## src/isa_pkg.sv

```systemverilog
`default_nettype none

package isa_pkg;

   localparam int WORD_W    = 16;
   localparam int REG_IDX_W = 3;
   localparam int NUM_REGS  = 8;
   localparam int IMM_W     = 8;  // d field in bits 7..0
   localparam int SHAMT_W   = 4;  // Shift amount in bits 3..0

   typedef logic [WORD_W-1:0]    word_t;
   typedef logic [REG_IDX_W-1:0] reg_idx_t;

   typedef enum logic [1:0] {
      op_ld  = 2'd0,
      op_st  = 2'd1,
      op_imm = 2'd2,
      op_alu = 2'd3
   } opcode_e;

   typedef enum logic [3:0] {
      alu_add  = 4'd0,
      alu_sub  = 4'd1,
      alu_and  = 4'd2,
      alu_or   = 4'd3,
      alu_xor  = 4'd4,
      alu_cmp  = 4'd5,
      alu_mov  = 4'd6,
      alu_sll  = 4'd8,
      alu_slr  = 4'd9,   // Rotate left
      alu_srl  = 4'd10,
      alu_sra  = 4'd11,
      alu_none = 4'd15   // Passes B
   } alu_op_e;

   typedef enum logic [2:0] {
      jmp_none   = 3'd0,
      jmp_always = 3'd1,
      jmp_eq     = 3'd2,
      jmp_lt     = 3'd3,
      jmp_le     = 3'd4,
      jmp_ne     = 3'd5
   } jump_e;

   typedef enum logic [1:0] {
      src_a_reg_b = 2'd0,
      src_a_pc    = 2'd1,
      src_a_zero  = 2'd2
   } src_a_e;

   typedef enum logic [1:0] {
      src_b_reg_a = 2'd0,
      src_b_shift = 2'd1,
      src_b_imm   = 2'd2,
      src_b_zero  = 2'd3
   } src_b_e;

   typedef enum logic [1:0] {
      wb_alu  = 2'd0,
      wb_mem  = 2'd1,
      wb_link = 2'd2,
      wb_imm  = 2'd3
   } wb_sel_e;

endpackage

`default_nettype wire

```

## src/core_pkg.sv

```systemverilog
`default_nettype none

package core_pkg;
   import isa_pkg::*;

   typedef struct packed {
      jump_e   jump;
      alu_op_e alu_op;
      src_a_e  src_a;
      src_b_e  src_b;
      wb_sel_e wb_sel;
      logic    reg_write;
      logic    write_to_ra;  // Only LD targets ra
      logic    mem_read;
      logic    mem_write;
      logic    out_en;
      logic    is_halt;
      logic    set_flags;
   } ctrl_t;

   localparam ctrl_t CTRL_NOP = '{
      jump:    jmp_none,
      alu_op:  alu_none,
      src_a:   src_a_reg_b,
      src_b:   src_b_reg_a,
      wb_sel:  wb_alu,
      default: 1'b0
   };

   typedef struct packed {
      logic               valid;
      ctrl_t              ctrl;
      reg_idx_t           ra;
      reg_idx_t           rb;
      word_t              ra_val;
      word_t              rb_val;
      word_t              imm;       // Sign-extended d
      logic [SHAMT_W-1:0] shamt;
      word_t              pc_plus1;
   } id_ex_t;

   typedef struct packed {
      logic z;
      logic s;
      logic v;
      logic c;
   } flags_t;

endpackage

`default_nettype wire

```

## src/controller.sv

```systemverilog
`timescale 1ns/1ps
`default_nettype none

module controller
   import isa_pkg::*, core_pkg::*;
(
   input  logic     flushed,
   input  word_t    inst_id,
   output ctrl_t    ctrl,
   output reg_idx_t ra,
   output reg_idx_t rb
);

   opcode_e    op;
   logic [3:0] ty;

   assign op = opcode_e'(inst_id[15:14]);
   assign ra = inst_id[13:11];
   assign rb = inst_id[10:8];
   assign ty = inst_id[7:4];

   always_comb begin
      ctrl = CTRL_NOP;

      if (!flushed) begin
         case (op)
            op_ld: begin  // ra = mem[rb + d]
               ctrl.reg_write   = 1'b1;
               ctrl.write_to_ra = 1'b1;
               ctrl.src_b       = src_b_imm;
               ctrl.mem_read    = 1'b1;
               ctrl.wb_sel      = wb_mem;
            end
            op_st: begin
               ctrl.mem_write = 1'b1;
               ctrl.src_b     = src_b_imm;
            end
            op_imm: begin
               case (ra)
                  3'd0: begin  // LI
                     ctrl.reg_write = 1'b1;
                     ctrl.wb_sel    = wb_imm;
                  end
                  3'd1: begin  // ADDI
                     ctrl.reg_write = 1'b1;
                     ctrl.alu_op    = alu_add;
                     ctrl.src_b     = src_b_imm;
                  end
                  3'd2: begin  // CMPI
                     ctrl.alu_op    = alu_cmp;
                     ctrl.src_b     = src_b_imm;
                     ctrl.set_flags = 1'b1;
                  end
                  3'd4: begin  // B
                     ctrl.jump   = jmp_always;
                     ctrl.alu_op = alu_add;
                     ctrl.src_a  = src_a_pc;
                     ctrl.src_b  = src_b_imm;
                  end
                  3'd5: begin  // BAL
                     ctrl.jump      = jmp_always;
                     ctrl.alu_op    = alu_add;
                     ctrl.src_a     = src_a_pc;
                     ctrl.src_b     = src_b_imm;
                     ctrl.reg_write = 1'b1;
                     ctrl.wb_sel    = wb_link;
                  end
                  3'd6: begin  // BR to rb + d
                     ctrl.jump   = jmp_always;
                     ctrl.alu_op = alu_add;
                     ctrl.src_b  = src_b_imm;
                  end
                  3'd7: begin
                     case (rb)
                        3'd0:    ctrl.jump = jmp_eq;   // BE
                        3'd1:    ctrl.jump = jmp_lt;   // BLT
                        3'd2:    ctrl.jump = jmp_le;   // BLE
                        3'd3:    ctrl.jump = jmp_ne;   // BNE
                        default: ctrl.jump = jmp_none;
                     endcase
                     if (ctrl.jump != jmp_none) begin
                        ctrl.alu_op = alu_add;
                        ctrl.src_a  = src_a_pc;
                        ctrl.src_b  = src_b_imm;
                     end
                  end
                  default: ;  // LOCK and UNLOCK
               endcase
            end
            op_alu: begin
               case (ty)
                  alu_add, alu_sub, alu_and, alu_or, alu_xor: begin
                     ctrl.alu_op    = alu_op_e'(ty);
                     ctrl.reg_write = 1'b1;
                     ctrl.set_flags = 1'b1;
                  end
                  alu_cmp: begin
                     ctrl.alu_op    = alu_cmp;
                     ctrl.set_flags = 1'b1;
                  end
                  alu_mov: begin
                     ctrl.alu_op    = alu_mov;
                     ctrl.src_a     = src_a_zero;
                     ctrl.reg_write = 1'b1;
                     ctrl.set_flags = 1'b1;
                  end
                  alu_sll, alu_slr, alu_srl, alu_sra: begin
                     ctrl.alu_op    = alu_op_e'(ty);
                     ctrl.src_b     = src_b_shift;
                     ctrl.reg_write = 1'b1;
                     ctrl.set_flags = 1'b1;
                  end
                  4'd13: ctrl.out_en  = 1'b1;  // OUT
                  4'd15: ctrl.is_halt = 1'b1;  // HLT
                  default: ;  // IN and reserved types
               endcase
            end
            default: ;
         endcase
      end
   end

endmodule

`default_nettype wire

```

## config.mk

```make
export PLATFORM = sky130hd
export DESIGN_NAME = controller
export DESIGN_NICKNAME = d
export VERILOG_FILES = /design/src/isa_pkg.sv /design/src/core_pkg.sv /design/src/controller.sv
export SDC_FILE = /design/constraint.sdc
export NUM_CORES = 1
export LEC_CHECK = 0
export BUFFER_PORTS_ARGS = -buffer_cell sky130_fd_sc_hd__buf_2
export CAP_MARGIN = 5
export CELL_PAD_IN_SITES_DETAIL_PLACEMENT = 1
export CELL_PAD_IN_SITES_GLOBAL_PLACEMENT = 2
export CORE_MARGIN = 4
export CORE_UTILIZATION = 17
export DETAILED_ROUTE_END_ITERATION = 8
export PLACE_DENSITY_LB_ADDON = 0.1
export SLEW_MARGIN = 25
export SYNTH_ARGS = -nofsm -noshare
export SYNTH_HDL_FRONTEND = slang
export SYNTH_SLANG_ARGS = --single-unit
```

## constraint.sdc

```tcl
create_clock -name vclk -period 1.8
set_input_delay 0.09 -clock vclk [all_inputs]
set_output_delay 0.09 -clock vclk [all_outputs]
set_load 0.01 [all_outputs]
```

---- Word level (Yosys, flattened, before mapping) ----
Cells that the tools add are included.
storage, ports and cells
  register bits ........................... 0
  input port bits ......................... 17
  output and inout bits ................... 26
  word-level logic and storage cells ...... 68
operators by class
  equality and inequality tests ........... 24
  multiplexer cells ....................... 29
  reduce and logical (&&, ||, !) cells .... 15
operators with widths
  kind                count
  $eq 4x4->1 const B  6
  $pmux 4 s3          2
  $mux 20             1
  $pmux 2 s2          4
  $eq 3x3->1 const B  4
  $eq 4x3->1 const B  3
  $mux 3              4
  $pmux 3 s4          1
  $pmux 6 s2          1
  $reduce_or 11->1    1
  $reduce_or 10->1    1
  $eq 3x2->1 const B  3
  $reduce_or 9->1     1
  $eq 4x2->1 const B  2
  $mux 1              8
  $mux 8              1
  $reduce_or 4->1     2
  $eq 3x1->1 const B  2
  $logic_not 3->1     2
  $mux 2              3
  $pmux 2 s3          1
  $pmux 3 s2          1
  $reduce_or 3->1     2
  $reduce_or 5->1     1
  other kinds (9)     11

---- Depth between registers and ports, before layout ----
Gate-level depths: netlist (run 1).
  depth after elaboration ................. 10
  depth in mapped cells ................... 4
  mapped depth without buffers ............ 3

---- Worst setup path after synthesis (run 1) ----
OpenSTA, ideal clock, no wires.
  path type ............................... input to output
  start point ............................. input inst_id[14]
  end point ............................... output ctrl[12] (netlist name)
  data arrival time ....................... 914 ps
  required time ........................... 1710 ps
  path slack .............................. 796 ps
  stages .................................. 4
  path buffers ............................ 1
  cells stage by stage .................... buf_4 -> inv_2 -> or3_4 -> nor4_4
RTL lines
  what             line             text
  start, declared  controller.sv:8  input word_t inst_id,
  end, declared    controller.sv:9  output ctrl_t ctrl,

==> metrics.txt, run 1 <==
Die Wd=56.08 um; post-DP HPWL=between 1000 and 1500 um; design internal power=roughly 0.000047 W; Overflow after GRT=0; initial cell density of the core=between 10% and 20%; routability congestion estimate=roughly 0.67; total die area=approximately 0.0031 mm2; Net Sw Frac=between 50% and 60%; FF+latch area=0 um2; # hold bufs at CTS=0; post-CTS setup buffers=0; Yosys warnings=0; post-synthesis cell type count=29; final hold vios=0; number of global-route vias before repair=538; Seq pwr share=0%; synthesized instance count=60; Residual DRC=0; site row count=17; final WL=about 1500 um; Area after DPL=559.3 um2; core box area=about 0.0022 mm2; Slew HR=a little under three quarters; P_sw=roughly 0.000069 W; pin count of the biggest net entering global routing=11; worst-path fanout max=9; post-route cell area=~560 um2; max-cap viol count=0; Clock buffer cells=0; Diodes inserted=0; initial antenna violation count=0; Die Y=around 56 um; Vias/cell=4.712; Final setup viols=0; CP required=1.71 ns; crit path to=ctrl[12]; outcome=completed; Fin Setup TNS=0 ns; CP Capture Type=output pin; CP arrival=about 1.1 ns; Pins Over Slew Limit=0; # resized after CTS=0; # nets final=between 100 and 150; Syn Area/Cell=approximately 6.5 um2; maximum clock rate=~810 MHz; drt wl/cell=between 10 and 15 um; worst hold-check path type=primary input to output pin; sequential fraction of the synthesis area=0%; worst hold slack=approximately 0.38 ns; worst-margin pin slew=0.4271 ns; Setup crit start kind=primary input; num sequential=0; first-pass GRT wire length=2380 um; Area Growth Syn to Fin=42.36%; most frequent cells in the layout=buf_2, o21ai_0, nand2_1; Cell Area, Synth=approximately 390 um2; Pre-Repair DR Iteration Count=4; Final ANT Viol Nets=0; RSZ-0062 raised after global routing=false; Leak=roughly 0.28 nW; total track usage=8.743%; crit path time final=between 1 and 1.5 ns; Comb pwr share=100.0%; Final period util=68.42%; Pwr Density=206.7 mW/mm2; Syn Nets=77; drt first-iter violations=6; Setup CP Type=primary input to output pin; IO Count=43; share of cells above drive strength 1=between 50% and 60%; port bufs=39; VDD IR max=about 0.067 mV; Worst Setup SP=inst_id[14]; post-layout util=between 20 and 30%; most common cell after layout, fill and taps aside=buf_2; clock share of power=0%; via count=between 500 and 600
-- worst max-delay path, cell delays in order --
cell	delay [ns]
buf_2	0.18
inv_2	0.10
or3_4	0.41
nor4_4	0.20
buf_2	0.16
-- layout make-up --
cell class                 instances  area, um2
inverter                           4      15.01
tap                               28      35.03
multi-input combinational         47      314.1
fill                             307       1653
timing repair buffer              39      195.2
-- metrics by stage --
stage          total power, W  worst slack, ns  cells
6_report            0.0001156           0.5685    118
3_5_place_dp        0.0001178           0.5330    118
5_1_grt             0.0001292           0.4031    118
2_1_floorplan      0.00006938           0.7960     60
3_3_place_gp        0.0001172           0.5569    118
4_1_cts             0.0001181           0.5321    118
-- worst min path at each step --
stage | start | end | cells past startpoint | slack [ns]
4_1_cts | inst_id[8] | rb[0] | 2 | 0.39
2_1_floorplan | inst_id[4] | ctrl[12] | 1 | 0.21
6_report | inst_id[8] | rb[0] | 2 | 0.38
3_5_place_dp | inst_id[8] | rb[0] | 2 | 0.39
5_1_grt | inst_id[8] | rb[0] | 2 | 0.40
3_3_place_gp | inst_id[8] | rb[0] | 2 | 0.38
-- metal layers --
layer / global-route usage [%] / wire length [um] / up-vias
met3: 0.6961 / 73 / 0
met4: 0 / 0 / 0
met1: 11.97 / 685 / 263
met5: 0 / 0 / -
met2: 15.69 / 717 / 18
li1: - / - / 275
-- power groups by stage --
| stage | logic (W) | registers (W) | clock network (W) |
|---|---|---|---|
| after floorplan | 0.0000694 | 0 | 0 |
| after global placement | 0.000117 | 0 | 0 |
| after detailed placement | 0.000118 | 0 | 0 |
| after CTS | 0.000118 | 0 | 0 |
| after global routing | 0.000129 | 0 | 0 |
| final | 0.000116 | 0 | 0 |
-- cell usage after synthesis (all sizes together) --
| cell type | count | area share [%] |
|---|---|---|
| a31o | 1 | 2.2 |
| nand2b | 3 | 4.8 |
| and3b | 1 | 2.2 |
| a31oi | 1 | 1.6 |
| inv | 4 | 3.8 |
| and2b | 1 | 2.2 |
| a311oi | 2 | 4.5 |
| nor2 | 3 | 2.9 |
| a22o | 1 | 2.2 |
| a21oi | 3 | 3.8 |
| or3 | 1 | 2.9 |
| nor4 | 4 | 10 |
| o21a | 1 | 1.9 |
| o21ai | 5 | 6.4 |
| nand3 | 2 | 2.5 |
| o31ai | 1 | 1.9 |
| o21ba | 1 | 2.5 |
| nor3 | 3 | 3.8 |
| nor2b | 3 | 4.8 |
| nand2 | 4 | 3.8 |
| o21bai | 1 | 1.9 |
| a21boi | 1 | 1.9 |
| a211oi | 1 | 1.9 |
| buf | 9 | 16 |
| nor3b | 3 | 7.0 |
-- logic make-up after synthesis --
kind of cell    synth area share, %
buf+inv                       20.06
compound gates                32.81
simple gates                  47.13
Power figures use the tool's default switching activity.
==> run 2: changes to the inputs <==
--- a/config.mk
+++ b/config.mk
@@ -10,7 +10,7 @@
 export CELL_PAD_IN_SITES_DETAIL_PLACEMENT = 1
 export CELL_PAD_IN_SITES_GLOBAL_PLACEMENT = 2
 export CORE_MARGIN = 4
-export CORE_UTILIZATION = 17
+export CORE_UTILIZATION = 14
 export DETAILED_ROUTE_END_ITERATION = 8
 export PLACE_DENSITY_LB_ADDON = 0.1
 export SLEW_MARGIN = 25
==> constraint.sdc (replaced) <==
create_clock -name vclk -period 1.12
set_input_delay 0.056 -clock vclk [all_inputs]
set_output_delay 0.056 -clock vclk [all_outputs]
set_load 0.01 [all_outputs]
==> metrics.txt, run 2 (same netlist as run 1, synthesis figures left out) <==
total track usage=8.679% (-0.064 points); share of cells above drive strength 1=61.00% (+8.8 points); total die area=0.003718 mm2 (+18%); initial antenna violation count=0 (unchanged); CP Capture Type=output pin; Final ANT Viol Nets=0 (unchanged); max-cap viol count=0 (unchanged); Leak=0.3336 nW (+20%); VDD IR max=0.08196 mV (+23%); CP arrival=0.99 ns (-0.15 ns); Vias/cell=4.508 (-4.3%); outcome=completed; RSZ-0062 raised after global routing=true; Setup crit start kind=primary input; Residual DRC=0 (unchanged); most common cell after layout, fill and taps aside=buf_2; post-layout util=26.07% (+0.79 points); pin count of the biggest net entering global routing=10 (-1); drt wl/cell=13.07 um (+4.4%); first-pass GRT wire length=2594 um (+9.0%); Clock buffer cells=0 (unchanged); CP required=1.06 ns (-0.65 ns); worst hold slack=0.3157 ns (-0.06702 ns); via count=586 (+5.4%); # nets final=119 (+9.2%); drt first-iter violations=1 (-5); port bufs=39 (unchanged); initial cell density of the core=15.30% (-2.5 points); final std cells w/o fill=130 (+10%); site row count=18 (+1); worst-path fanout max=5 (-4); Pins Over Slew Limit=0 (unchanged); Inst Count DP=130 (+10%); Diodes inserted=0 (unchanged); FF+latch area=0 um2 (unchanged); num sequential=0 (unchanged); Die Y=60.98 um (+8.7%); Final Power=0.0002254 W (+95%); Area Growth Syn to Fin=70.38%; Pre-Repair DR Iteration Count=2 (-2); worst hold-check path type=primary input to output pin; crit path time final=between 1 and 1.5 ns; IO Count=43 (unchanged); Final setup viols=0 (unchanged); final WL=1699 um (+15%); core box area=0.002567 mm2 (+16%); maximum clock rate=about 950 MHz; Setup CP Type=primary input to output pin; Overflow after GRT=0 (unchanged); number of global-route vias before repair=574 (+6.7%); post-DP HPWL=1483 um (+20%); most frequent cells in the layout=buf_2, buf_4, o21ai_0; Die Wd=60.98 um (+8.7%); Slew HR=83.55% (+12 points); final hold vios=0 (unchanged); routability congestion estimate=0.6324 (-5.5%); Fin Setup TNS=0 ns (unchanged); Final period util=between 90% and 100%; worst-margin pin slew=0.2447 ns (-0.1824 ns); Pwr Density=336.8 mW/mm2 (+63%)
## run 2: cell type report
type               count  area (um2)
fillers              338        1898
multi-input cells     47       339.1
repair buffers        49       275.3
well taps             30       37.54
inverters              4       17.52
## run 2: what timing repair did
| item | in CTS | in global routing |
|---|---|---|
| buffers inserted | 0 | 0 |
| resized for setup | 0 | 10 |
| hold buffers | 0 | 0 |
| setup endpoints to repair | 0 | 7 |
## run 2: final timing paths
| kind | startpoint | to | slack (ns) | cells after the start |
|---|---|---|---|---|
| setup / recovery | inst_id[14] | ctrl[12] | 0.07 | 5 |
| hold / removal | inst_id[8] | rb[0] | 0.32 | 2 |
## run 2: worst max-delay path, stage by stage
cell,delay [ns]
buf_4,0.12
inv_4,0.05
or3_4,0.40
nor4_4,0.20
buf_2,0.16
## run 2: per-layer routing
metal / vias up / track usage (%) / share of wire [%]
met5: - / 0 / 0
met4: 0 / 0 / 0
met3: 0 / 0 / 6.1
met2: 20 / 14.81 / 45
met1: 266 / 13.03 / 49
li1: 300 / - / -
## run 2: where the power goes
part / total, W / internal (W) / switching (W)
clock network: 0 / 0 / 0
registers: 0 / 0 / 0
logic: 0.000225 / 0.000103 / 0.000123
## run 2: through the flow
step / setup WS (ns) / cell area [um2]
floorplan: 0.1840 / 392.9
global placement: 0.02274 / 636.9
detailed placement: 0.01252 / 636.9
CTS: 0.009623 / 636.9
global route: -0.01088 / 669.4
finish: 0.06915 / 669.4
