**config.mk**
```make
export PLATFORM = sky130hd
export DESIGN_NAME = execute_stage
export DESIGN_NICKNAME = d
export VERILOG_FILES = /design/src/isa_pkg.sv /design/src/core_pkg.sv /design/src/alu.sv /design/src/execute_stage.sv
export SDC_FILE = /design/constraint.sdc
export NUM_CORES = 2
export LEC_CHECK = 0
export BUFFER_PORTS_ARGS = -buffer_cell sky130_fd_sc_hd__clkbuf_2
export CELL_PAD_IN_SITES_DETAIL_PLACEMENT = 0
export CELL_PAD_IN_SITES_GLOBAL_PLACEMENT = 2
export CORE_ASPECT_RATIO = 0.9
export CORE_MARGIN = 2
export CORE_UTILIZATION = 55
export CTS_CLUSTER_SIZE = 25
export DETAILED_ROUTE_END_ITERATION = 8
export GPL_ROUTABILITY_DRIVEN = 1
export HOLD_SLACK_MARGIN = 0.08
export PLACE_DENSITY = 0.87
export REMOVE_ABC_BUFFERS = 1
export SYNTH_ARGS = -nofsm -noshare
export SYNTH_HDL_FRONTEND = slang
export SYNTH_SLANG_ARGS = --single-unit
```
**constraint.sdc**
```tcl
create_clock -name clk -period 8 [get_ports clk]
set_input_delay 1.2 -clock clk [delete_from_list [all_inputs] [get_ports clk]]
set_output_delay 1.2 -clock clk [all_outputs]
set_load 0.02 [all_outputs]
```
**src/isa_pkg.sv**
```systemverilog
`default_nettype none

package isa_pkg;

   localparam int WORD_W    = 16;
   localparam int REG_IDX_W = 3;
   localparam int NUM_REGS  = 8;
   localparam int IMM_W     = 8;  // d field in bits 7..0
   localparam int SHAMT_W   = 4;  // Shift amount in bits 3..0

   typedef logic [WORD_W-1:0]    word_t;
   typedef logic [REG_IDX_W-1:0] reg_idx_t;

   typedef enum logic [1:0] {
      op_ld  = 2'd0,
      op_st  = 2'd1,
      op_imm = 2'd2,
      op_alu = 2'd3
   } opcode_e;

   typedef enum logic [3:0] {
      alu_add  = 4'd0,
      alu_sub  = 4'd1,
      alu_and  = 4'd2,
      alu_or   = 4'd3,
      alu_xor  = 4'd4,
      alu_cmp  = 4'd5,
      alu_mov  = 4'd6,
      alu_sll  = 4'd8,
      alu_slr  = 4'd9,   // Rotate left
      alu_srl  = 4'd10,
      alu_sra  = 4'd11,
      alu_none = 4'd15   // Passes B
   } alu_op_e;

   typedef enum logic [2:0] {
      jmp_none   = 3'd0,
      jmp_always = 3'd1,
      jmp_eq     = 3'd2,
      jmp_lt     = 3'd3,
      jmp_le     = 3'd4,
      jmp_ne     = 3'd5
   } jump_e;

   typedef enum logic [1:0] {
      src_a_reg_b = 2'd0,
      src_a_pc    = 2'd1,
      src_a_zero  = 2'd2
   } src_a_e;

   typedef enum logic [1:0] {
      src_b_reg_a = 2'd0,
      src_b_shift = 2'd1,
      src_b_imm   = 2'd2,
      src_b_zero  = 2'd3
   } src_b_e;

   typedef enum logic [1:0] {
      wb_alu  = 2'd0,
      wb_mem  = 2'd1,
      wb_link = 2'd2,
      wb_imm  = 2'd3
   } wb_sel_e;

endpackage

`default_nettype wire

```
**src/core_pkg.sv**
```systemverilog
`default_nettype none

package core_pkg;
   import isa_pkg::*;

   typedef struct packed {
      jump_e   jump;
      alu_op_e alu_op;
      src_a_e  src_a;
      src_b_e  src_b;
      wb_sel_e wb_sel;
      logic    reg_write;
      logic    write_to_ra;  // Only LD targets ra
      logic    mem_read;
      logic    mem_write;
      logic    out_en;
      logic    is_halt;
      logic    set_flags;
   } ctrl_t;

   localparam ctrl_t CTRL_NOP = '{
      jump:    jmp_none,
      alu_op:  alu_none,
      src_a:   src_a_reg_b,
      src_b:   src_b_reg_a,
      wb_sel:  wb_alu,
      default: 1'b0
   };

   typedef struct packed {
      logic               valid;
      ctrl_t              ctrl;
      reg_idx_t           ra;
      reg_idx_t           rb;
      word_t              ra_val;
      word_t              rb_val;
      word_t              imm;       // Sign-extended d
      logic [SHAMT_W-1:0] shamt;
      word_t              pc_plus1;
   } id_ex_t;

   typedef struct packed {
      logic z;
      logic s;
      logic v;
      logic c;
   } flags_t;

endpackage

`default_nettype wire

```
**src/alu.sv**
```systemverilog
`timescale 1ns/1ps
`default_nettype none

module alu
   import isa_pkg::*, core_pkg::*;
(
   input  alu_op_e op,
   input  word_t   a,
   input  word_t   b,
   output word_t   result,
   output flags_t  flags
);

   logic [WORD_W:0]     sum;     // Carry in the top bit
   logic [2*WORD_W-1:0] rot;
   logic [SHAMT_W-1:0]  amount;

   assign amount = b[SHAMT_W-1:0];
   assign rot    = {a, a} << amount;

   always_comb begin
      sum     = '0;
      result  = b;
      flags.c = 1'b0;
      flags.v = 1'b0;

      case (op)
         alu_add: begin
            sum     = {1'b0, a} + {1'b0, b};
            result  = sum[WORD_W-1:0];
            flags.c = sum[WORD_W];
            flags.v = (a[WORD_W-1] == b[WORD_W-1]) && (result[WORD_W-1] != a[WORD_W-1]);
         end
         alu_sub, alu_cmp: begin  // a + ~b + 1
            sum     = {1'b0, a} + {1'b0, ~b} + 17'd1;
            result  = sum[WORD_W-1:0];
            flags.c = sum[WORD_W];
            flags.v = (a[WORD_W-1] != b[WORD_W-1]) && (result[WORD_W-1] != a[WORD_W-1]);
         end
         alu_and: result = a & b;
         alu_or:  result = a | b;
         alu_xor: result = a ^ b;
         alu_sll: result = a << amount;
         alu_slr: result = rot[2*WORD_W-1:WORD_W];
         alu_srl: result = a >> amount;
         alu_sra: result = word_t'($signed(a) >>> amount);
         default: result = b;  // mov and none
      endcase

      flags.z = (result == '0);
      flags.s = result[WORD_W-1];
   end

endmodule

`default_nettype wire

```
**src/execute_stage.sv**
```systemverilog
`timescale 1ns/1ps
`default_nettype none

module execute_stage
   import isa_pkg::*, core_pkg::*;
#(
   parameter int DMEM_DEPTH = 256
) (
   input  logic     clk,
   input  logic     reset,
   input  id_ex_t   ex,
   output logic     rf_we,
   output reg_idx_t rf_waddr,
   output word_t    rf_wdata,
   output logic     branch_taken,
   output word_t    branch_target,
   output logic     out_valid,
   output word_t    out_data,
   output logic     halted
);

   localparam int DMEM_AW = $clog2(DMEM_DEPTH);

   word_t  dmem [DMEM_DEPTH];
   word_t  op_a;
   word_t  op_b;
   word_t  alu_result;
   word_t  mem_addr;
   word_t  mem_rdata;
   flags_t alu_flags;
   flags_t flags_q;
   logic   cond;

   always_comb begin
      case (ex.ctrl.src_a)
         src_a_pc:   op_a = ex.pc_plus1;
         src_a_zero: op_a = '0;
         default:    op_a = ex.rb_val;
      endcase
      case (ex.ctrl.src_b)
         src_b_shift: op_b = word_t'(ex.shamt);
         src_b_imm:   op_b = ex.imm;
         src_b_zero:  op_b = '0;
         default:     op_b = ex.ra_val;
      endcase
   end

   alu u_alu (
      .op     (ex.ctrl.alu_op),
      .a      (op_a),
      .b      (op_b),
      .result (alu_result),
      .flags  (alu_flags)
   );

   always_ff @(posedge clk) begin
      if (reset) begin
         flags_q <= '0;
      end else if (ex.valid && ex.ctrl.set_flags) begin
         flags_q <= alu_flags;
      end
   end

   // Signed conditions from the last flag-setting instruction
   always_comb begin
      case (ex.ctrl.jump)
         jmp_always: cond = 1'b1;
         jmp_eq:     cond = flags_q.z;
         jmp_lt:     cond = flags_q.s ^ flags_q.v;
         jmp_le:     cond = flags_q.z | (flags_q.s ^ flags_q.v);
         jmp_ne:     cond = ~flags_q.z;
         default:    cond = 1'b0;
      endcase
   end

   assign branch_taken  = ex.valid & cond;
   assign branch_target = alu_result;

   assign mem_addr  = ex.rb_val + ex.imm;
   assign mem_rdata = ex.ctrl.mem_read ? dmem[mem_addr[DMEM_AW-1:0]] : '0;

   always_ff @(posedge clk) begin
      if (ex.valid && ex.ctrl.mem_write) begin
         dmem[mem_addr[DMEM_AW-1:0]] <= ex.ra_val;
      end
   end

   assign rf_we    = ex.valid & ex.ctrl.reg_write;
   assign rf_waddr = ex.ctrl.write_to_ra ? ex.ra : ex.rb;

   always_comb begin
      case (ex.ctrl.wb_sel)
         wb_mem:  rf_wdata = mem_rdata;
         wb_link: rf_wdata = ex.pc_plus1;  // BAL return address
         wb_imm:  rf_wdata = ex.imm;
         default: rf_wdata = alu_result;
      endcase
   end

   assign out_valid = ex.valid & ex.ctrl.out_en;
   assign out_data  = ex.ra_val;

   always_ff @(posedge clk) begin
      if (reset) begin
         halted <= 1'b0;
      end else if (ex.valid && ex.ctrl.is_halt) begin
         halted <= 1'b1;  // Sticky until reset
      end
   end

endmodule

`default_nettype wire

```
-- Word-level counts from Yosys, hierarchy flattened
Memories as Yosys holds them, arrays and structs flattened.
Cells that the tools add are included.
W data, S select, Z words.
- register bits: 4
- RAM bits: 4096
- output and inout bits: 55
- memories kept: 1
- memory list (memory ; depth ; bits a word ; rd ports ; clocked after Yosys merged registers in ; wr ports ; RTL line ; text):
    dmem ; 256 ; 16 ; 1 ; 0 ; 1 ; execute_stage.sv:24 ; word_t dmem [DMEM_DEPTH];
- add/sub/neg operators: 4
- equal/unequal tests: 26
- shifts and indexed selects: 4
- multiplexer cells: 10
- bitwise operators: 10
- reductions and logical operators: 8
- operator list (cell ; count):
    $pmux W16 S9 ; 1
    $pmux W16 S3 ; 2
    $add A16 B16 Y17 ; 2
    $pmux W16 S2 ; 1
    $shl A32 B4 Y32 ; 1
    $add A17 B1 Y17 const B ; 1
    $and A16 B16 Y16 ; 1
    $eq A4 B4 Y1 const B ; 4
    $logic_not A16 Y1 ; 1
    $mux W16 ; 1
    $not A16 Y16 ; 1
    $or A16 B16 Y16 ; 1
    $shl A16 B4 Y16 ; 1
    $shr A16 B4 Y16 ; 1
    $sshr A16 B4 Y16 ; 1
    $xor A16 B16 Y16 ; 1
    $eq A2 B2 Y1 const B ; 5
    $add A8 B8 Y8 ; 1
    $eq A4 B2 Y1 const B ; 2
    $eq A4 B3 Y1 const B ; 2
    $eq A2 B1 Y1 const B ; 3
    $eq A3 B2 Y1 const B ; 2
    $eq A3 B3 Y1 const B ; 2
    $logic_and A1 B1 Y1 ; 5
    other kinds (14) ; 19

-- Logic depth before layout (Yosys ltp)
- depth in word-level cells: 8
- gate-level depth with buffers: 20
- gate-level depth less buffers: 18

-- By module
Synthesis repeated with hierarchy kept, for this count alone.
- cells, all modules: 7517
- area, all modules: 164207.5 um^2
- modules (own cells, without submodules) (module ; times used ; cells an instance ; area each (um^2) ; sequential area each (um^2)):
    execute_stage ; 1 ; 6808 ; 159132.6 ; 123078.0
    alu ; 1 ; 709 ; 5074.9 ; 0.0

-- Worst setup path before layout
No wires, ideal clock.
- path kind: input -> output
- start: in ex[86] in the netlist's numbering
- end: out rf_wdata[8]
- arrival: 5.168 ns
- path slack: 1.632 ns
- stages on the path: 18
- path buffers: 2
- path through: inv_1 > ha_1 > buf_2 > nor2b_1 > clkbuf_1 > a22o_1 > ha_1 > inv_1 > fa_1 > o21ba_2 > o21bai_1 > a31o_2 > a21boi_0 > xnor2_1 > o32ai_1 > or4b_1 > a21boi_0 > o22a_1
- longest elaborated chain between the ends: 6
- elaborated cells on any way between the ends: 15
- classes of those cells: 3 x add/sub; 2 x eq/ne; 4 x shift; 3 x mux; 3 x bitwise
- ends and longest elaborated chain (what ; RTL line ; text):
    from (decl) ; execute_stage.sv:11 ; input id_ex_t ex,
    $eq A2 B2 Y1 / $eq A2 B1 Y1 (equally long branches) ; execute_stage.sv:35 ; case (ex.ctrl.src_a)
    $pmux W16 S2 * ; execute_stage.sv:35 ;
    $add A16 B16 Y17 ; alu.sv:35 ; sum = {1'b0, a} + {1'b0, ~b} + 17'd1;
    $add A17 B1 Y17 ; alu.sv:35 ;
    $pmux W16 S9 * ; alu.sv:27 ; case (op)
    via branch_target[8] ; execute_stage.sv:16 ; output word_t branch_target,
    $pmux W16 S3 * ; execute_stage.sv:92 ; case (ex.ctrl.wb_sel)
    to (decl) ; execute_stage.sv:14 ; output word_t rf_wdata,
The timed path passes the listed nets; every way through them passes the cells marked *.

-- Worst setup path in the final report
- start: in ex[20] in the netlist's numbering
- end: out rf_wdata[4]
- longest elaborated chain between the ends: 6
- elaborated cells on any way between the ends: 14
- classes of those cells: 4 x add/sub; 4 x shift; 4 x mux; 1 x bitwise; 1 x memory
- ends and longest elaborated chain (what ; RTL line ; text):
    $pmux W16 S3 ; execute_stage.sv:40 ; case (ex.ctrl.src_b)
    $not A16 Y16 ; alu.sv:35 ;
    $add A16 B16 Y17 ; alu.sv:35 ;
    $add A17 B1 Y17 ; alu.sv:35 ;
    $pmux W16 S9 ; alu.sv:27 ;
    $pmux W16 S3 * ; execute_stage.sv:92 ;
Mark *: on every way between the ends. The rest lies on a longest branch, timed or not.

==> flow_metrics.env <==
export IMPL_status="finished, violations left"
export IMPL_violations="max-capacitance violations"
export IMPL_cts_resized=0
export IMPL_reg2reg_slack_ps=7340
export IMPL_worst_path_max_delay_cell="fa_4"
export IMPL_drtPass1Iterations=6
export IMPL_worstSkewPairLatency_ps=920
export IMPL_grt_ovfl_total=0
export IMPL_r2r_end="flags_q[3]"
export IMPL_syn_cell_area_mm2=0.1628
export IMPL_port_buffers=151
export IMPL_synth_edff_count=4096
export IMPL_synth_seq_cells=4100
export IMPL_final_cell_mix="4096 x edfxtp_1, 1280 x mux4_2, 488 x buf_4"
export IMPL_cts_root_buffer="clkbuf_16"
export IMPL_die_height_um=520.1
export IMPL_relSlewSlack_pct=1.905
export IMPL_whs_path_depth=2
export IMPL_setup_violations_final=0
export IMPL_ys_seq_area_share_pct=75.62
export IMPL_h_tree_depth=5
export IMPL_grt_pass1_vias=81450
export IMPL_maxCapViolCount=1
export IMPL_drv_slew=0
export IMPL_drive_gt1_share_pct=32.16
export IMPL_path_cells="clkbuf_2, ha_4, fa_4, buf_12, buf_12, mux4_2, mux4_2, nand2_1, nand2_1, o211ai_1, o311ai_0, o211ai_1, nand3_1, clkbuf_2"
export IMPL_post_cts_buffers=0
export IMPL_numClockSinks=4100
export IMPL_vdd_drop_max_mv=0.1938
export IMPL_viasPerCell=6.759
export IMPL_min_from="halted"
export IMPL_dominantRegCellSynth="edfxtp_1"
export IMPL_gp_congestion=0.9175
export IMPL_period_needed_ps=7695
export IMPL_worstSetupEndpointType="output pin"
export IMPL_dieArea_mm2=0.3003
export IMPL_synthCells=7304
export IMPL_critPathMaxFanout=77
export IMPL_routed_via_count=82440
export IMPL_startpoint_type="input port"
export IMPL_antenna_found_initial=22
export IMPL_rsz0062_at_grt="no"
export IMPL_worst_pin_slew_ps=1463
export IMPL_arrival_ps=6490
export IMPL_fin_setup_tns_ps=0
export IMPL_grt_pass1_wl_mm=613.3
export IMPL_postCtsHoldBufs=0
export IMPL_fmax_mhz=130.0
export IMPL_fin_crit_sh_pct=96.18
export IMPL_synthArstFlopShare_pct=0
export IMPL_r2r_cells=2
export IMPL_hold_path_class="flip-flop to flip-flop"
export IMPL_synth_distinct_cells=86
export IMPL_drc_errors=0
export IMPL_wl_per_cell_um=35.50
export IMPL_path_buf_inv=4
export IMPL_die_w_um=577.4
export IMPL_synthToLayoutAreaGrowth_pct=13.33
export IMPL_antenna_left=0
export IMPL_timing_worst_setup_path_type="input port to output pin"
export IMPL_nNetsFinal=8097
export IMPL_syn_area_per_cell_um2=22.28
export IMPL_whs_endpoint="halted"
export IMPL_worstPathRequired_ps=6800
export IMPL_fin_worst_skew_ps=0
export IMPL_p_leak_nw=58.46
export IMPL_grt_max_degree=202
export IMPL_power_density_mw_per_mm2=262.8
export IMPL_ios=152
export IMPL_fin_util_pct=62.65
export IMPL_rows=189
export IMPL_finalHoldViolCount=0
export IMPL_clk_pin_slew_ps=80
export IMPL_clockBufferDepth=4
export IMPL_layout_commonest_cell="edfxtp_1"
export IMPL_cts_buffers=396
export IMPL_ys_warn_count=0
export IMPL_core_area_mm2=0.2944
export IMPL_r2r_start="flags_q[3]"
export IMPL_initialDrtViolationCount=13530
export IMPL_drt_total_wl_mm=433.0
export IMPL_critPathTopFamily="compound AO/OA/AOI/OAI gates"
export IMPL_critical_path_max_stage_delay_ps=960
export IMPL_cts_tree="yes"
export IMPL_dp_hpwl_mm=257.5
export IMPL_start_util_pct=55.28
export IMPL_grt_usage_pct=28.90
layer usage:
metal | vias up | part of all wire (%) | global-route usage (%)
met1 | 43740 | 37 | 42.11
met3 | 696 | 13 | 6.698
li1 | 32270 | - | -
met5 | - | 0.091 | 0
met4 | 16 | 2.7 | 7.674
met2 | 5721 | 47 | 44.77
worst reg2reg max path: stages, from the launching register on:
cell      delay [ps]
dfxtp_1          330
nand3b_1         110
o31ai_2           80
synth_stat cells, drive strengths merged, types with 6 or more instances:
cell type  count  area (µm²)
o221ai         9       78.83
o21ai         60       300.3
ha            56       700.7
mux2           7       82.57
edfxtp      4096      123000
o22a          11       96.34
o21bai         8       60.06
a21boi         6       45.04
nand2b        11       68.82
a211oi        63       473.0
o211ai        29       217.7
a21oi         80       415.4
o22ai         14       87.58
clkbuf       271        1017
a22o          15       131.4
o21a           6       45.04
nor2         369        1385
and2          44       275.3
mux2i        165        1668
inv           67       251.5
o31ai          9       72.57
o2111ai        9       78.83
nand2        204       765.7
a22oi         10       75.07
xnor2         13       113.9
a2bb2oi        8       76.32
buf          177       813.3
nor3          24       120.1
nand3         27       135.1
or2            6       37.54
mux4        1280       28830
a31oi         35       219.0
nor2b         14       87.58
o32a           7       70.07
cells by family (layout without fill, tap and decap cells):
kind of cell	Yosys count	after routing	synth area share, %
buffers and inverters	517	1478	1.284
AND/OR/NAND/NOR	727	727	1.893
XOR/XNOR	17	17	0.09148
flip-flops	4100	4100	75.62
adder cells (fa/ha/maj)	59	59	0.4674
multiplexers	1452	1452	18.79
other	0	17	0
AO/OA/AOI/OAI	432	432	1.858
state kept, by name, summed over array words and instances, names as in the netlist:
register  cells
dmem       4096
flags_q       3
halted        1
report_power, final:
| part | internal [mW] | switching (mW) | total, mW |
|---|---|---|---|
| logic | 2.50 | 3.84 | 6.33 |
| clock network | 10.4 | 8.05 | 18.4 |
| registers | 23.7 | 0.0193 | 23.7 |
worst max path at each step:
stage                 from     endpoint  cells after the start
global placement    ex[20]  rf_wdata[0]                     16
global route        ex[20]  rf_wdata[9]                     14
floorplan           ex[20]  rf_wdata[5]                      8
finish              ex[20]  rf_wdata[4]                     14
detailed placement  ex[20]  rf_wdata[0]                     16
CTS                 ex[20]  rf_wdata[0]                     16
area by class of cell:
class	count	area (µm²)
Antenna cell	17	42.54
Tap cell	3915	4898
Timing Repair Buffer	687	5520
Clock buffer	461	10220
Sequential cell	4100	123100
Multi-Input combinational cell	2687	37910
Fill cell	19210	110000
Inverter	69	259.0
Clock inverter	261	2530
per-stage QoR:
stage	setup slack [ps]	total power [mW]	hold slack [ps]	instances	cell area [µm²]
after global placement	417.3	30.34	447.8	11460	171700
final	305.5	48.47	482.1	12200	184500
after floorplan	-35830	33.07	441.8	6856	160900
after CTS	335.3	48.63	453.7	12180	184400
after global routing	192.4	49.65	498.1	12180	184400
after detailed placement	438.6	30.42	467.9	11460	171700
(Power assumes the default switching activity.)
