## config.mk

```make
export PLATFORM = sky130hd
export DESIGN_NAME = register_file
export DESIGN_NICKNAME = d
export VERILOG_FILES = /design/src/isa_pkg.sv /design/src/register_file.sv
export SDC_FILE = /design/constraint.sdc
export NUM_CORES = 1
export LEC_CHECK = 0
export BUFFER_PORTS_ARGS = -buffer_cell sky130_fd_sc_hd__buf_4
export CELL_PAD_IN_SITES_DETAIL_PLACEMENT = 0
export CELL_PAD_IN_SITES_GLOBAL_PLACEMENT = 1
export CORE_UTILIZATION = 47
export CTS_CLUSTER_DIAMETER = 200
export DETAILED_ROUTE_END_ITERATION = 7
export PLACE_DENSITY = 0.89
export SLEW_MARGIN = 25
export SYNTH_ARGS = -nofsm -noshare
export SYNTH_HDL_FRONTEND = slang
export SYNTH_SLANG_ARGS = --single-unit
```

## constraint.sdc

```tcl
create_clock -name clk -period 2.15 [get_ports clk]
set_clock_uncertainty 0.1 [all_clocks]
set_input_delay 0.43 -clock clk [delete_from_list [all_inputs] [get_ports clk]]
set_output_delay 0.43 -clock clk [all_outputs]
set_load 0.01 [all_outputs]
```

## src/isa_pkg.sv

```systemverilog
`default_nettype none

package isa_pkg;

   localparam int WORD_W    = 16;
   localparam int REG_IDX_W = 3;
   localparam int NUM_REGS  = 8;
   localparam int IMM_W     = 8;  // d field in bits 7..0
   localparam int SHAMT_W   = 4;  // Shift amount in bits 3..0

   typedef logic [WORD_W-1:0]    word_t;
   typedef logic [REG_IDX_W-1:0] reg_idx_t;

   typedef enum logic [1:0] {
      op_ld  = 2'd0,
      op_st  = 2'd1,
      op_imm = 2'd2,
      op_alu = 2'd3
   } opcode_e;

   typedef enum logic [3:0] {
      alu_add  = 4'd0,
      alu_sub  = 4'd1,
      alu_and  = 4'd2,
      alu_or   = 4'd3,
      alu_xor  = 4'd4,
      alu_cmp  = 4'd5,
      alu_mov  = 4'd6,
      alu_sll  = 4'd8,
      alu_slr  = 4'd9,   // Rotate left
      alu_srl  = 4'd10,
      alu_sra  = 4'd11,
      alu_none = 4'd15   // Passes B
   } alu_op_e;

   typedef enum logic [2:0] {
      jmp_none   = 3'd0,
      jmp_always = 3'd1,
      jmp_eq     = 3'd2,
      jmp_lt     = 3'd3,
      jmp_le     = 3'd4,
      jmp_ne     = 3'd5
   } jump_e;

   typedef enum logic [1:0] {
      src_a_reg_b = 2'd0,
      src_a_pc    = 2'd1,
      src_a_zero  = 2'd2
   } src_a_e;

   typedef enum logic [1:0] {
      src_b_reg_a = 2'd0,
      src_b_shift = 2'd1,
      src_b_imm   = 2'd2,
      src_b_zero  = 2'd3
   } src_b_e;

   typedef enum logic [1:0] {
      wb_alu  = 2'd0,
      wb_mem  = 2'd1,
      wb_link = 2'd2,
      wb_imm  = 2'd3
   } wb_sel_e;

endpackage

`default_nettype wire

```

## src/register_file.sv

```systemverilog
`timescale 1ns/1ps
`default_nettype none

module register_file
   import isa_pkg::*;
(
   input  logic     clk,
   input  logic     reset,
   input  reg_idx_t raddr_a,
   input  reg_idx_t raddr_b,
   output word_t    rdata_a,
   output word_t    rdata_b,
   input  logic     we,
   input  reg_idx_t waddr,
   input  word_t    wdata
);

   word_t regs [NUM_REGS];

   always_ff @(posedge clk) begin
      if (reset) begin
         for (int i = 0; i < NUM_REGS; i++) begin
            regs[i] <= '0;
         end
      end else if (we) begin
         regs[waddr] <= wdata;
      end
   end

   // Same-cycle write is forwarded to the readers
   assign rdata_a = (we && waddr == raddr_a) ? wdata : regs[raddr_a];
   assign rdata_b = (we && waddr == raddr_b) ? wdata : regs[raddr_b];

endmodule

`default_nettype wire

```

## Yosys cells after proc, flatten, opt, wreduce, memory -nomap -nowiden

Memory sizes are Yosys's and may differ from the RTL's.
Cells that the tools add are included.

- RAM bits: 128
- Input bits: 28
- Memories kept: 1
- Bits in registers: 0

- Reductions and logical operators: 3
- Mux-type cells: 10
- Eq/ne operators: 2

Memories:

| memory | words | bits a word | read ports | clocked after memory_dff | wr ports | RTL line | RTL |
|---|---|---|---|---|---|---|---|
| regs | 8 | 16 | 2 | 0 | 8 | register_file.sv:18 | `word_t regs [NUM_REGS];` |

Operator list:

| cell | count |
|---|---|
| 2-to-1 mux 16 bit | 3 |
| OR reduction 16 bit | 1 |
| == test 3 bit | 2 |
| 2-to-1 mux 1 bit | 6 |
| 2-to-1 mux 3 bit | 1 |
| logical AND 1 bit | 2 |

## Longest topological paths before layout

Gate-level depths: netlist of run 1.

- Depth in word-level cells: 5
- Depth in mapped cells: 6
- Depth with buffers taken out: 3

## Worst setup path before layout of run 1

Ideal clock, no wire load.

- Kind: input to output
- From: input raddr_a[1]
- To: output rdata_a[11]
- Arrival: 1.810 ns
- Buffers on the path: 2
- Path slack: -0.190 ns
- Stages: 5
- Cell sequence: clkbuf_1 -> clkbuf_1 -> mux4_2 -> mux2_2 -> mux2_4

- Cells in the longest elaborated chain, start to end: 3

RTL lines:

| element | RTL line | RTL |
|---|---|---|
| start, declared | register_file.sv:9 | `input reg_idx_t raddr_a,` |
| branches (longest 2 deep; another with memory read (8 x 16 bit)) | - |  |
| 2-to-1 mux 16 bit * | register_file.sv:31 | `assign rdata_a = (we && waddr == raddr_a) ? wdata : regs[raddr_a];` |
| end, declared | register_file.sv:11 | `output word_t rdata_a,` |

Mark *: on every way between the ends.

==> summary.md, run 1 <==
60 I/O pins were placed. The cell count after synthesis was 445. At the end of the flow, the number of nets in the layout was 558.

TritonCTS built the clock tree. The final critical-path share of the clock period came out at 117.4%. The cell area that synthesis handed to floorplanning was 7453 sq um.

Setup repair after global routing could not meet its margin everywhere. By area the synthesized netlist is led by sky130_fd_sc_hd__edfxtp_1 52%, sky130_fd_sc_hd__mux4_1 21%, sky130_fd_sc_hd__and2_1 11%. Floorplan die height: 127.9 microns. For this run, the detailed router's first-pass iteration total came to 5. The number of warnings reported in the yosys synthesis log was 0. The critical path endpoint is rdata_b[3]. After detailed routing, the average wire length per cell comes to 24.90 microns. At the pin with the least slew margin, the transition time is 576.6 ps. The H-tree was split into 4 levels. The root buffer cell chosen for the clock tree is sky130_fd_sc_hd__clkbuf_16. The net count of the mapped netlist was 473. The worst setup path is launched from a flop.

For the aggregate routed wire length, the log shows 18.70 mm. The synthesized design spends more area on one cell type than any other, namely sky130_fd_sc_hd__edfxtp_1. The average instance in the mapped netlist occupies 16.75 sq um. The sum of negative setup slack was -10,530 ps.

The checks that failed: negative setup slack. The clock net in this run drives a total of 128 sinks. After Yosys synthesis, and, or, nand and nor cells account for 12.52% of the synthesized area. The number of buffers added to fix hold violations after cts was 0; the share of post-route cells with drive strength above 1 was 47.78%.

For the overflow left after global routing, the log shows 0. The horizontal die dimension was 127.9 microns; the total number of vias was 4,397. The number of max-slew violations in the final report was 0. STA puts the critical path data required time at 1620 ps.

The largest registers in the layout are regs x128. The highest clock rate is 396.2 MHz. The largest register by flop count is regs. The combinational family with the most area after synthesis is multiplexers. The global-route wire length before repair is 28.52 mm. The critical path goes through mux4_2 -> mux2_4 -> mux2_4 -> buf_6. The number of antenna violations at the first check in global routing is 0, and the filler cell count is 1,152.

The tools report the DRC violation count after routing as 0. On the critical path the largest part of the delay comes from multiplexers. Number of global-route vias before repair: 4,657.

The worst setup path is captured at an output pin. The run gives 11.73 mm as the placed wire-length estimate after detailed placement. The longest clock path from root to sink contains 2 buffers. The count of cell instances traversed by the critical path works out to 4.

At the end of routability-driven placement, the weighted congestion stood at 0.8267. Max-cap violations in this run came to 0. The cell occurring most often along the worst timing path was sky130_fd_sc_hd__mux2_4.

For the initial detailed-routing violation count, the log shows 405. The design draws 6.795 mW. Share of the synthesized area in the top cell type: 51.57%. Cell with the largest stage delay on the worst path: sky130_fd_sc_hd__mux4_2. Number of buffer and inverter stages on the critical path: 1. STA puts the critical path data arrival time at 1990 ps. Power per unit of standard cell area: 740.1 nW/um^2. The count of standard-cell rows was 45. The peak per-stage delay on the critical path came out at 500 ps. The peak supply drop was 0.6703 mV. By startpoint and endpoint, the worst setup path is classified as reg2out.

Headroom to the max-slew limit: 61.56%. The share of synthesized cell area in full adder, half adder and majority cells was 0%. Clock tree synthesis inserted a total of 17 buffers. In this run the cell area measured after placement is 8408 sq um. In this run the most critical hold path is launched from wdata[6].

Buffers added to address setup during post-CTS repair amount to 0. The flow ran to the end, but the final reports show violations. The count of endpoints failing setup in the final report is 32. The run gives 18 as the largest net degree at the start of global routing. The area growth from synthesis to layout is 23.18%. The count of distinct cell types in the synthesized netlist is 20.

The multiplexer fraction of the synthesized cell area is 32.58%. The number of buffer cells added on primary ports is 59. The synthesized flop and latch total is 128.

The tools report the number of placed instances with taps included as 717. In this run the worst path has a maximum fanout of 2. In the layout the commonest cells are 128 x sky130_fd_sc_hd__and2_1, 128 x sky130_fd_sc_hd__edfxtp_1, 63 x sky130_fd_sc_hd__mux4_2, 63 x sky130_fd_sc_hd__mux2_4, 44 x sky130_fd_sc_hd__buf_4. The final non-filler cell total is 751, and the core box area is 15,310 sq um. The tools report the post-synthesis sequential area ratio as 51.57%. The path class of the tightest hold or removal check is in2reg. The count of antenna diodes in the layout is 0.

The worst path needs 2524 ps of the cycle, external delays included. The all-layer global routing usage was 24.62%. For this design the static power due to leakage is 3.532 nW. The synthesized-area fraction occupied by xor and xnor cells is 0.7051%, and the floorplan die area is 16,370 sq um. Clock-pin slew reported for the worst setup and hold paths after clock tree synthesis: 50 ps.

Summing the areas of all compound-gate instances in the mapped netlist gives 0% of the synthesized area. In this run the worst setup path begins at regs[6][3]$_SDFFCE_PN0P_. For this configuration, the core starts out at a cell density of 48.67%.

After detailed routing, the number of vias per cell comes to 5.855. With fillers left out, the area of the finished cells amounts to 9181 sq um. The number of endpoints with negative hold slack in the final report was 0. The count of nets left with antenna violations once routing finished came out at 0.

The register with the most flip-flops in the layout has 128 of them. Setup slack after layout: -373.9 ps.
## worst min-delay path by stage
stage,to,cells past startpoint
2_1_floorplan,regs[0][0]$_SDFFCE_PN0P_,1
3_3_place_gp,regs[2][13]$_SDFFCE_PN0P_,2
3_5_place_dp,regs[5][13]$_SDFFCE_PN0P_,2
4_1_cts,regs[5][6]$_SDFFCE_PN0P_,2
5_1_grt,regs[5][6]$_SDFFCE_PN0P_,2
6_report,regs[6][6]$_SDFFCE_PN0P_,2
## synthesized netlist by cell type (all sizes together)
master,n
xnor2,6
nor3,2
and2,128
buf,13
nand2b,2
nand3b,1
nand4,2
or2,8
edfxtp,128
or3b,1
clkbuf,19
nor2,6
mux2,64
nand2,1
mux4,64
## per-stage QoR
stage	hold slack (ps)	utilization (%)	worst slack [ps]
after floorplan	528.2	-	-125.2
after global placement	678.6	54.90	-426.2
after detailed placement	689.2	54.90	-439.1
after CTS	265.6	59.95	-379.9
after global routing	266.4	59.95	-425.0
final	273.8	59.95	-373.9
## area by class of cell
cell class	count	area, sq um	area share, %
sequential	128	3844	41.86
tap	211	264.0	2.875
timing repair buffer	98	1171	12.76
clock buffer	19	432.9	4.715
multi-input combinational	285	3396	36.99
clock inverter	10	73.82	0.8040
## routing by layer
metal | GRT usage, % | part of all wire, % | vias up
met1 | 30.75 | 39 | 2301
met2 | 41.82 | 53 | 160
met4 | 10.80 | 2.9 | 0
met3 | 4.841 | 5.1 | 38
li1 | - | - | 1898
met5 | 0 | 0 | -
## cell families (layout without fill, tap and decap cells)
group	count (synthesis)	in the layout
xor gates and xnor gates	6	6
and+or+nand+nor	151	151
muxes	128	128
buffers and inverters	32	127
DFF	128	128
## power breakdown
group          total (mW)  internal [mW]  switching [mW]
registers            2.99           2.91          0.0811
clock network        2.51           1.54           0.970
logic                1.29          0.787           0.507
total                6.79           5.24            1.56
## what timing repair did
item,4_1_cts,5_1_grt
pin swaps,0,0
endpoints found under the hold margin,0,0
gates resized for setup,108,0
endpoints found under the setup margin,32,32
gates cloned,5,0
Power figures use the tool's default switching activity.
==> inputs of run 2 (changes only) <==
==> constraint.sdc (replaced) <==
create_clock -name clk -period 2.15 [get_ports clk]
set_clock_uncertainty 0.1 [all_clocks]
set_input_delay 0.3225 -clock clk [delete_from_list [all_inputs] [get_ports clk]]
set_output_delay 0.3225 -clock clk [all_outputs]
set_load 0.01 [all_outputs]
==> run 2 against run 1 <==
Compared with the run above: the flow still finishes with violations (negative setup slack); worst setup slack better by 100 ps; sequential power barely moved; wire length up 1.3%; core utilization decreased by 0.47 points; maximum frequency rose by 4.2%; first-iteration DRC count decreased by 4.2%; clock-buffer cell count is 1 lower; cell area is 0.79% lower; critical path type unchanged.
==> summary.md, run 2 (synthesis results as in run 1) <==
At the worst endpoint, the required time is 1730 ps. Dividing the detail-routed wire length by the instance count gives 25.12 microns. In this run the vertical extent of the chip is 127.9 microns. The count of endpoints failing setup in the final report is 32.

The global-route wire length before repair came out at 29.04 mm. The tool flagged a number of max-cap violations equal to 0. Summed over all cells, the static leakage comes to 3.502 nW. The placer's final routability congestion estimate is 0.7466, and the floorplan die area is 16,370 sq um. The checks that failed: negative setup slack. Row generation in the floorplan step produced 45 rows. The combinational fraction of design power is 17.9%, and the peak supply drop is 0.6288 mV.

TritonCTS built the clock tree. No sink is reached through more buffers than the 2 on the longest clock path. The total area inside the core boundary comes to 15,310 sq um.

Based on the critical path, the design can be clocked at up to 412.8 MHz. The net total in the final layout was 558; the time the final worst path needs with I/O delays and setup was 2422 ps. After detailed routing, the total wire length is 18.94 mm. The first TritonRoute pass finished after 5 iterations. From synthesis to final layout, the design area changed by 22.21%.

The horizontal die dimension came out at 127.9 microns. The number of placed instances with taps included was 722; the number of endpoints with negative hold slack in the final report was 0. The tools report the remaining antenna violation count after routing as 0. The arrival time of data at the critical path endpoint is 2000 ps. The tree is rooted in a sky130_fd_sc_hd__clkbuf_16. Setup repair after global routing could not meet its margin everywhere. For this run, design rule violations remaining after detail routing come to 0. The clock-pin slew reported for the worst setup and hold paths after clock tree synthesis was 60 ps.

Port buffering added 59 buffers. Summed over all layers, the global routing overflow is 0. Leaving out fill and tap cells, the most frequent cells in the layout are 128 x sky130_fd_sc_hd__and2_1, 128 x sky130_fd_sc_hd__edfxtp_1, 64 x sky130_fd_sc_hd__mux4_2, 64 x sky130_fd_sc_hd__mux2_4, 51 x sky130_fd_sc_hd__buf_4. For this design the total switching power over the nets is 1.677 mW. The final non-filler cell total is 754. The final critical-path share of the clock period works out to 112.7%.

The min-delay analysis places its worst path in the category in2reg. For the pin with the worst max-slew slack, the measured transition is 560.4 ps. Dividing total power by cell area gives a power density of 773.5 nW/um^2. The number of antenna violations at the first check in global routing was 0. The largest registers in the layout are regs x128. Using the TritonRoute via totals, the vias-per-cell ratio works out to 5.993. The tools report the total power of the final layout as 7.045 mW.

Largest register by flop count: regs. The peak fanout along the critical path was 2. The run finished, with violations left. In this run, CTS created clock tree buffers numbering 17.

The post-route netlist has 48.62% of its cells at a drive strength greater than 1. STA classifies the critical path startpoint as a flop. The tools report the headroom to the max-slew limit as 62.64%. The routed layout has 4,519 vias. The most critical setup path has its endpoint at rdata_a[3]. The kind of end point of the critical path is an output pin.

The count of antenna diodes in the layout is 0, and the design internal power is 5.368 mW. For the initial detailed-routing violation count, the log shows 388. The tree built by TritonCTS fans out to 128 sinks. The all-layer global routing usage came out at 25.03%. The fraction of power spent switching nets was 23.80%. The effective utilization at floorplan was 48.67%; the number of buffers inserted to repair setup after CTS was 0. The clock tree synthesis step divided the H-tree into 4 levels.

The part of the total power dissipated in sequential elements was 42.5%. The worst setup path is of the reg2out kind. The tightest hold path in the finished design has a slack of 151.7 ps. The setup slack after layout is -272.4 ps. The logs give 0 for the number of max-slew violations in the final report and 12.23 mm for the placed wire-length estimate after detailed placement. Entering global routing, the biggest net connects 19 pins. The flip-flop count of the largest register after layout is 128, and the share of total power in the clock network is 39.5%. In this run the count of I/O pins placed on the die edge is 60.

The origin of the worst setup path is regs[7][3]$_SDFFCE_PN0P_. The run gives 4,881 as the number of global-route vias before repair.
[run 2: cell count changes in the layout (fill, tap and decap cells not counted), sizes merged]
cell	previous run	this run
bufinv	1	2
clkinv	7	8
clkbuf	19	18
inv	0	2
[run 2: repair_timing]
action	CTS	global route
hold buffers	0	0
pin swaps	0	0
endpoints found under the setup margin	32	32
resized for setup	123	22
[run 2: worst min path at each step]
stage / cells past startpoint / startpoint / to / slack (ps)
after global placement: 2 / wdata[7] / regs[3][7]$_SDFFCE_PN0P_ / 570
after floorplan: 1 / wdata[0] / regs[0][0]$_SDFFCE_PN0P_ / 420
after global routing: 2 / wdata[9] / regs[1][9]$_SDFFCE_PN0P_ / 150
after CTS: 2 / wdata[4] / regs[1][4]$_SDFFCE_PN0P_ / 140
final: 2 / wdata[4] / regs[0][4]$_SDFFCE_PN0P_ / 150
after detailed placement: 2 / wdata[4] / regs[1][4]$_SDFFCE_PN0P_ / 570
[run 2: worst max-delay path, stage by stage (launching register included)]
cell                       delay (ps)
sky130_fd_sc_hd__edfxtp_1         390
sky130_fd_sc_hd__mux4_2           500
sky130_fd_sc_hd__mux2_4           290
sky130_fd_sc_hd__mux2_4           270
sky130_fd_sc_hd__buf_6            120
[run 2: final cells by class]
| class | instances | area [sq um] |
|---|---|---|
| Tap cell | 211 | 264.0 |
| Sequential cell | 128 | 3844 |
| Clock buffer | 18 | 429.2 |
| Clock inverter | 14 | 140.1 |
| Timing Repair Buffer | 98 | 1044 |
| Fill cell | 1184 | 6206 |
| Multi-Input combinational cell | 285 | 3388 |
[run 2: metrics by stage]
stage | util [%] | setup slack, ps | instance area [sq um] | TNS, ps
3_3_place_gp | 55.15 | -179.8 | 8446 | -4605
4_1_cts | 59.04 | -273.9 | 9041 | -8092
6_report | 59.48 | -272.4 | 9109 | -7708
5_1_grt | 59.48 | -320.2 | 9109 | -9368
3_5_place_dp | 55.15 | -208.3 | 8446 | -4930
2_1_floorplan | - | 25.37 | 7453 | 0
[run 2: per-layer routing]
layer | up-vias | GRT usage [%] | share of wire [%]
met5 | - | 0 | 0
met4 | 0 | 9.758 | 2.7
met3 | 41 | 7.137 | 6.9
met2 | 231 | 42.81 | 52
met1 | 2352 | 29.98 | 38
li1 | 1895 | - | -
[run 2: power groups by stage]
stage | Clock (mW) | Sequential, mW | Combinational [mW]
final | 2.79 | 3.00 | 1.26
after global routing | 2.92 | 3.01 | 1.33
after CTS | 2.80 | 2.99 | 1.22
after detailed placement | 0 | 3.03 | 1.05
after global placement | 0 | 3.00 | 1.03
after floorplan | 0 | 2.99 | 0.624
==> inputs of run 3 (changes only) <==
--- a/config.mk
+++ b/config.mk
@@ -12,6 +12,7 @@
 export CTS_CLUSTER_DIAMETER = 200
 export DETAILED_ROUTE_END_ITERATION = 7
 export PLACE_DENSITY = 0.89
+export RECOVER_POWER = 25
 export SLEW_MARGIN = 25
 export SYNTH_ARGS = -nofsm -noshare
 export SYNTH_HDL_FRONTEND = slang
==> run 3 against run 2 <==
Compared with the run above: the run still ends with negative setup slack left; first-iteration DRC count increased by 4.6%; die area unchanged; maximum frequency is 0.14% higher; combinational power barely moved; non-clock buffer count is the same; clock power is essentially flat; power shrank 0.12%; critical path type unchanged; largest cell class unchanged.
==> summary.md, run 3 (synthesis results as in run 1) <==
The number of buffer cells added on primary ports came out at 59. Summing all multi-input logic gate instances after layout gives 3388 sq um. The run gives 5 as the number of detailed-route iterations in the first pass. Subtracting the final worst setup slack from the clock period gives 2419 ps. Routability-driven placement finished with a final weighted congestion of 0.7466.

At the worst endpoint, the arrival time is 2000 ps. CTS built an H-tree with a depth of 4. The total number of vias is 4,549, and the global-route wire length before repair is 29.04 mm. In this run the remaining antenna-violating nets after routing total 0. Across the run, the number of max-cap violations was 0.

The net total in the final layout is 558, and the number of buffer and inverter stages on the critical path is 1. Counting flops per register, the top entry is regs. Traced cell by cell, the critical path runs through mux4_2 -> mux2_4 -> mux2_4 -> buf_6. The flow ran to the end, but the final reports show violations. The share of post-route cells with drive strength above 1 works out to 47.70%. Summing all flip-flop and latch instances after layout gives 3844 sq um.

For this run, the slowest stage of the critical path takes 500 ps. At the pin with the least slew margin, the transition time is 909.6 ps. The number of antenna violations at the first check in global routing was 0.

0 antenna diodes ended up in the layout. The number of endpoints with negative hold slack in the final report is 0. The power per unit of standard cell area works out to 774.1 nW/um^2. The clock-pin slew reported for the worst setup and hold paths after clock tree synthesis works out to 60 ps. The nature of the critical path startpoint is a flop. Setup violations remaining at the end of the flow were counted as 32. The peak fanout along the critical path is 2, and the floorplan die height is 127.9 microns. After detailed routing, the average wire length per cell comes to 25.07 microns.

TritonCTS built the clock tree. Cell occurring most often along the worst timing path: sky130_fd_sc_hd__mux2_4. Final non-filler cell total: 754.

Setup repair after global routing could not meet its margin everywhere. The worst path required time is 1730 ps. The worst setup path category is reg2out. The highest clock rate is 413.4 MHz.

The largest registers in the layout are regs x128. In this run, post-CTS hold repair placed 0 buffers. The library cell used most frequently in the layout, excluding fill and tap cells, is sky130_fd_sc_hd__edfxtp_1. For the maximum clock path buffer count, the log shows 2. The initial utilization of the core area, before any placement, comes to 48.67%. The placed wire-length estimate after detailed placement came out at 12.23 mm. After routing the design area is 9090 sq um. In this run the tightest slew margin relative to its limit is 39.36%. Row generation in the floorplan step produced 45 rows. The top cell types in the final layout, fill and taps aside, are 128 x sky130_fd_sc_hd__edfxtp_1, 85 x sky130_fd_sc_hd__and2_1, 64 x sky130_fd_sc_hd__mux4_2, 64 x sky130_fd_sc_hd__mux2_4, 46 x sky130_fd_sc_hd__buf_4. Global routing finished with a remaining overflow of 0.

The die covers 16,370 sq um. The initial detailed-routing violation count was 406; the largest net degree at the start of global routing was 19. Cell with the largest stage delay on the worst path: sky130_fd_sc_hd__mux4_2.

In this run the static leakage power is 3.438 nW. Total power for the finished layout comes to 7.037 mW. In this run the count of I/O pins placed on the die edge is 60.

The tools report the number of global-route vias before repair as 4,881. The cell family contributing the most delay on the critical path was multiplexers. The number of placed instances with taps included was 722; the detail-routed via count per cell was 6.033. The horizontal die dimension was 127.9 microns. Worst min-delay path category: in2reg. The tools report the kind of end point of the critical path as an output pin. The logs give 18.91 mm for the aggregate routed wire length and 8446 sq um for the cell area after placement. The clock net sink count is 128, and the number of clock buffers inserted by TritonCTS is 17. Global routing used 25.03% of the available tracks across all layers.

The setup slack after layout was -269.1 ps; the placement-stage worst setup slack was -208.3 ps. Of the available clock period, the critical path in the final layout requires 112.5%. For this run, design rule violations remaining after detail routing come to 0.

For the peak supply drop, the log shows 0.6227 mV. The final reports fail on negative setup slack. Relative to the synthesized area, the layout overhead comes to 21.96%.

The run gives 0 as the number of max-slew violations in the final report. The register with the most flip-flops in the layout has 128 of them. Root cell of the clock tree: sky130_fd_sc_hd__clkbuf_16. The floorplan step defined a core boundary enclosing 15,310 sq um. For the filler cell count, the log shows 1,189.
-- run 3: report_power, final --
part           total, mW  switching, mW  internal (mW)
sequential          3.00         0.0864           2.91
clock               2.78           1.08           1.70
combinational       1.26          0.504          0.759
total               7.04           1.67           5.37
-- run 3: path summary, 6_finish.rpt --
kind	startpoint	endpoint	slack (ps)	depth (start not counted)
hold / removal	wdata[10]	regs[0][10]$_SDFFCE_PN0P_	160	2
setup / recovery	regs[3][5]$_SDFFCE_PN0P_	rdata_b[5]	-270	4
-- run 3: through the flow --
step	util (%)	TNS, ps	hold WS, ps
after global routing	59.35	-9368	150.0
final	59.35	-7604	155.5
after global placement	55.15	-4605	568.3
after detailed placement	55.15	-4930	573.1
after floorplan	-	0	420.7
after CTS	59.04	-8092	135.6
-- run 3: routing by layer --
| layer | track usage [%] | up-vias | wire length, microns | share of wire (%) |
|---|---|---|---|---|
| li1 | - | 1889 | - | - |
| met1 | 29.98 | 2371 | 7108 | 38 |
| met2 | 42.81 | 242 | 9880 | 52 |
| met3 | 7.137 | 47 | 1371 | 7.3 |
| met4 | 9.758 | 0 | 544 | 2.9 |
| met5 | 0 | - | 0 | 0 |
-- run 3: timing repair --
item                       in CTS  in global routing
buffers inserted                0                  0
cloned                          0                  0
resized for setup             123                 22
setup endpoints to repair      32                 32
-- run 3: cell type report --
class	instances	area share, %
flip-flops and latches	128	42.28
multi-input cells	285	37.27
repair buffers	98	11.27
clock buffers	18	4.721
well taps	211	2.904
clock inverters	14	1.542
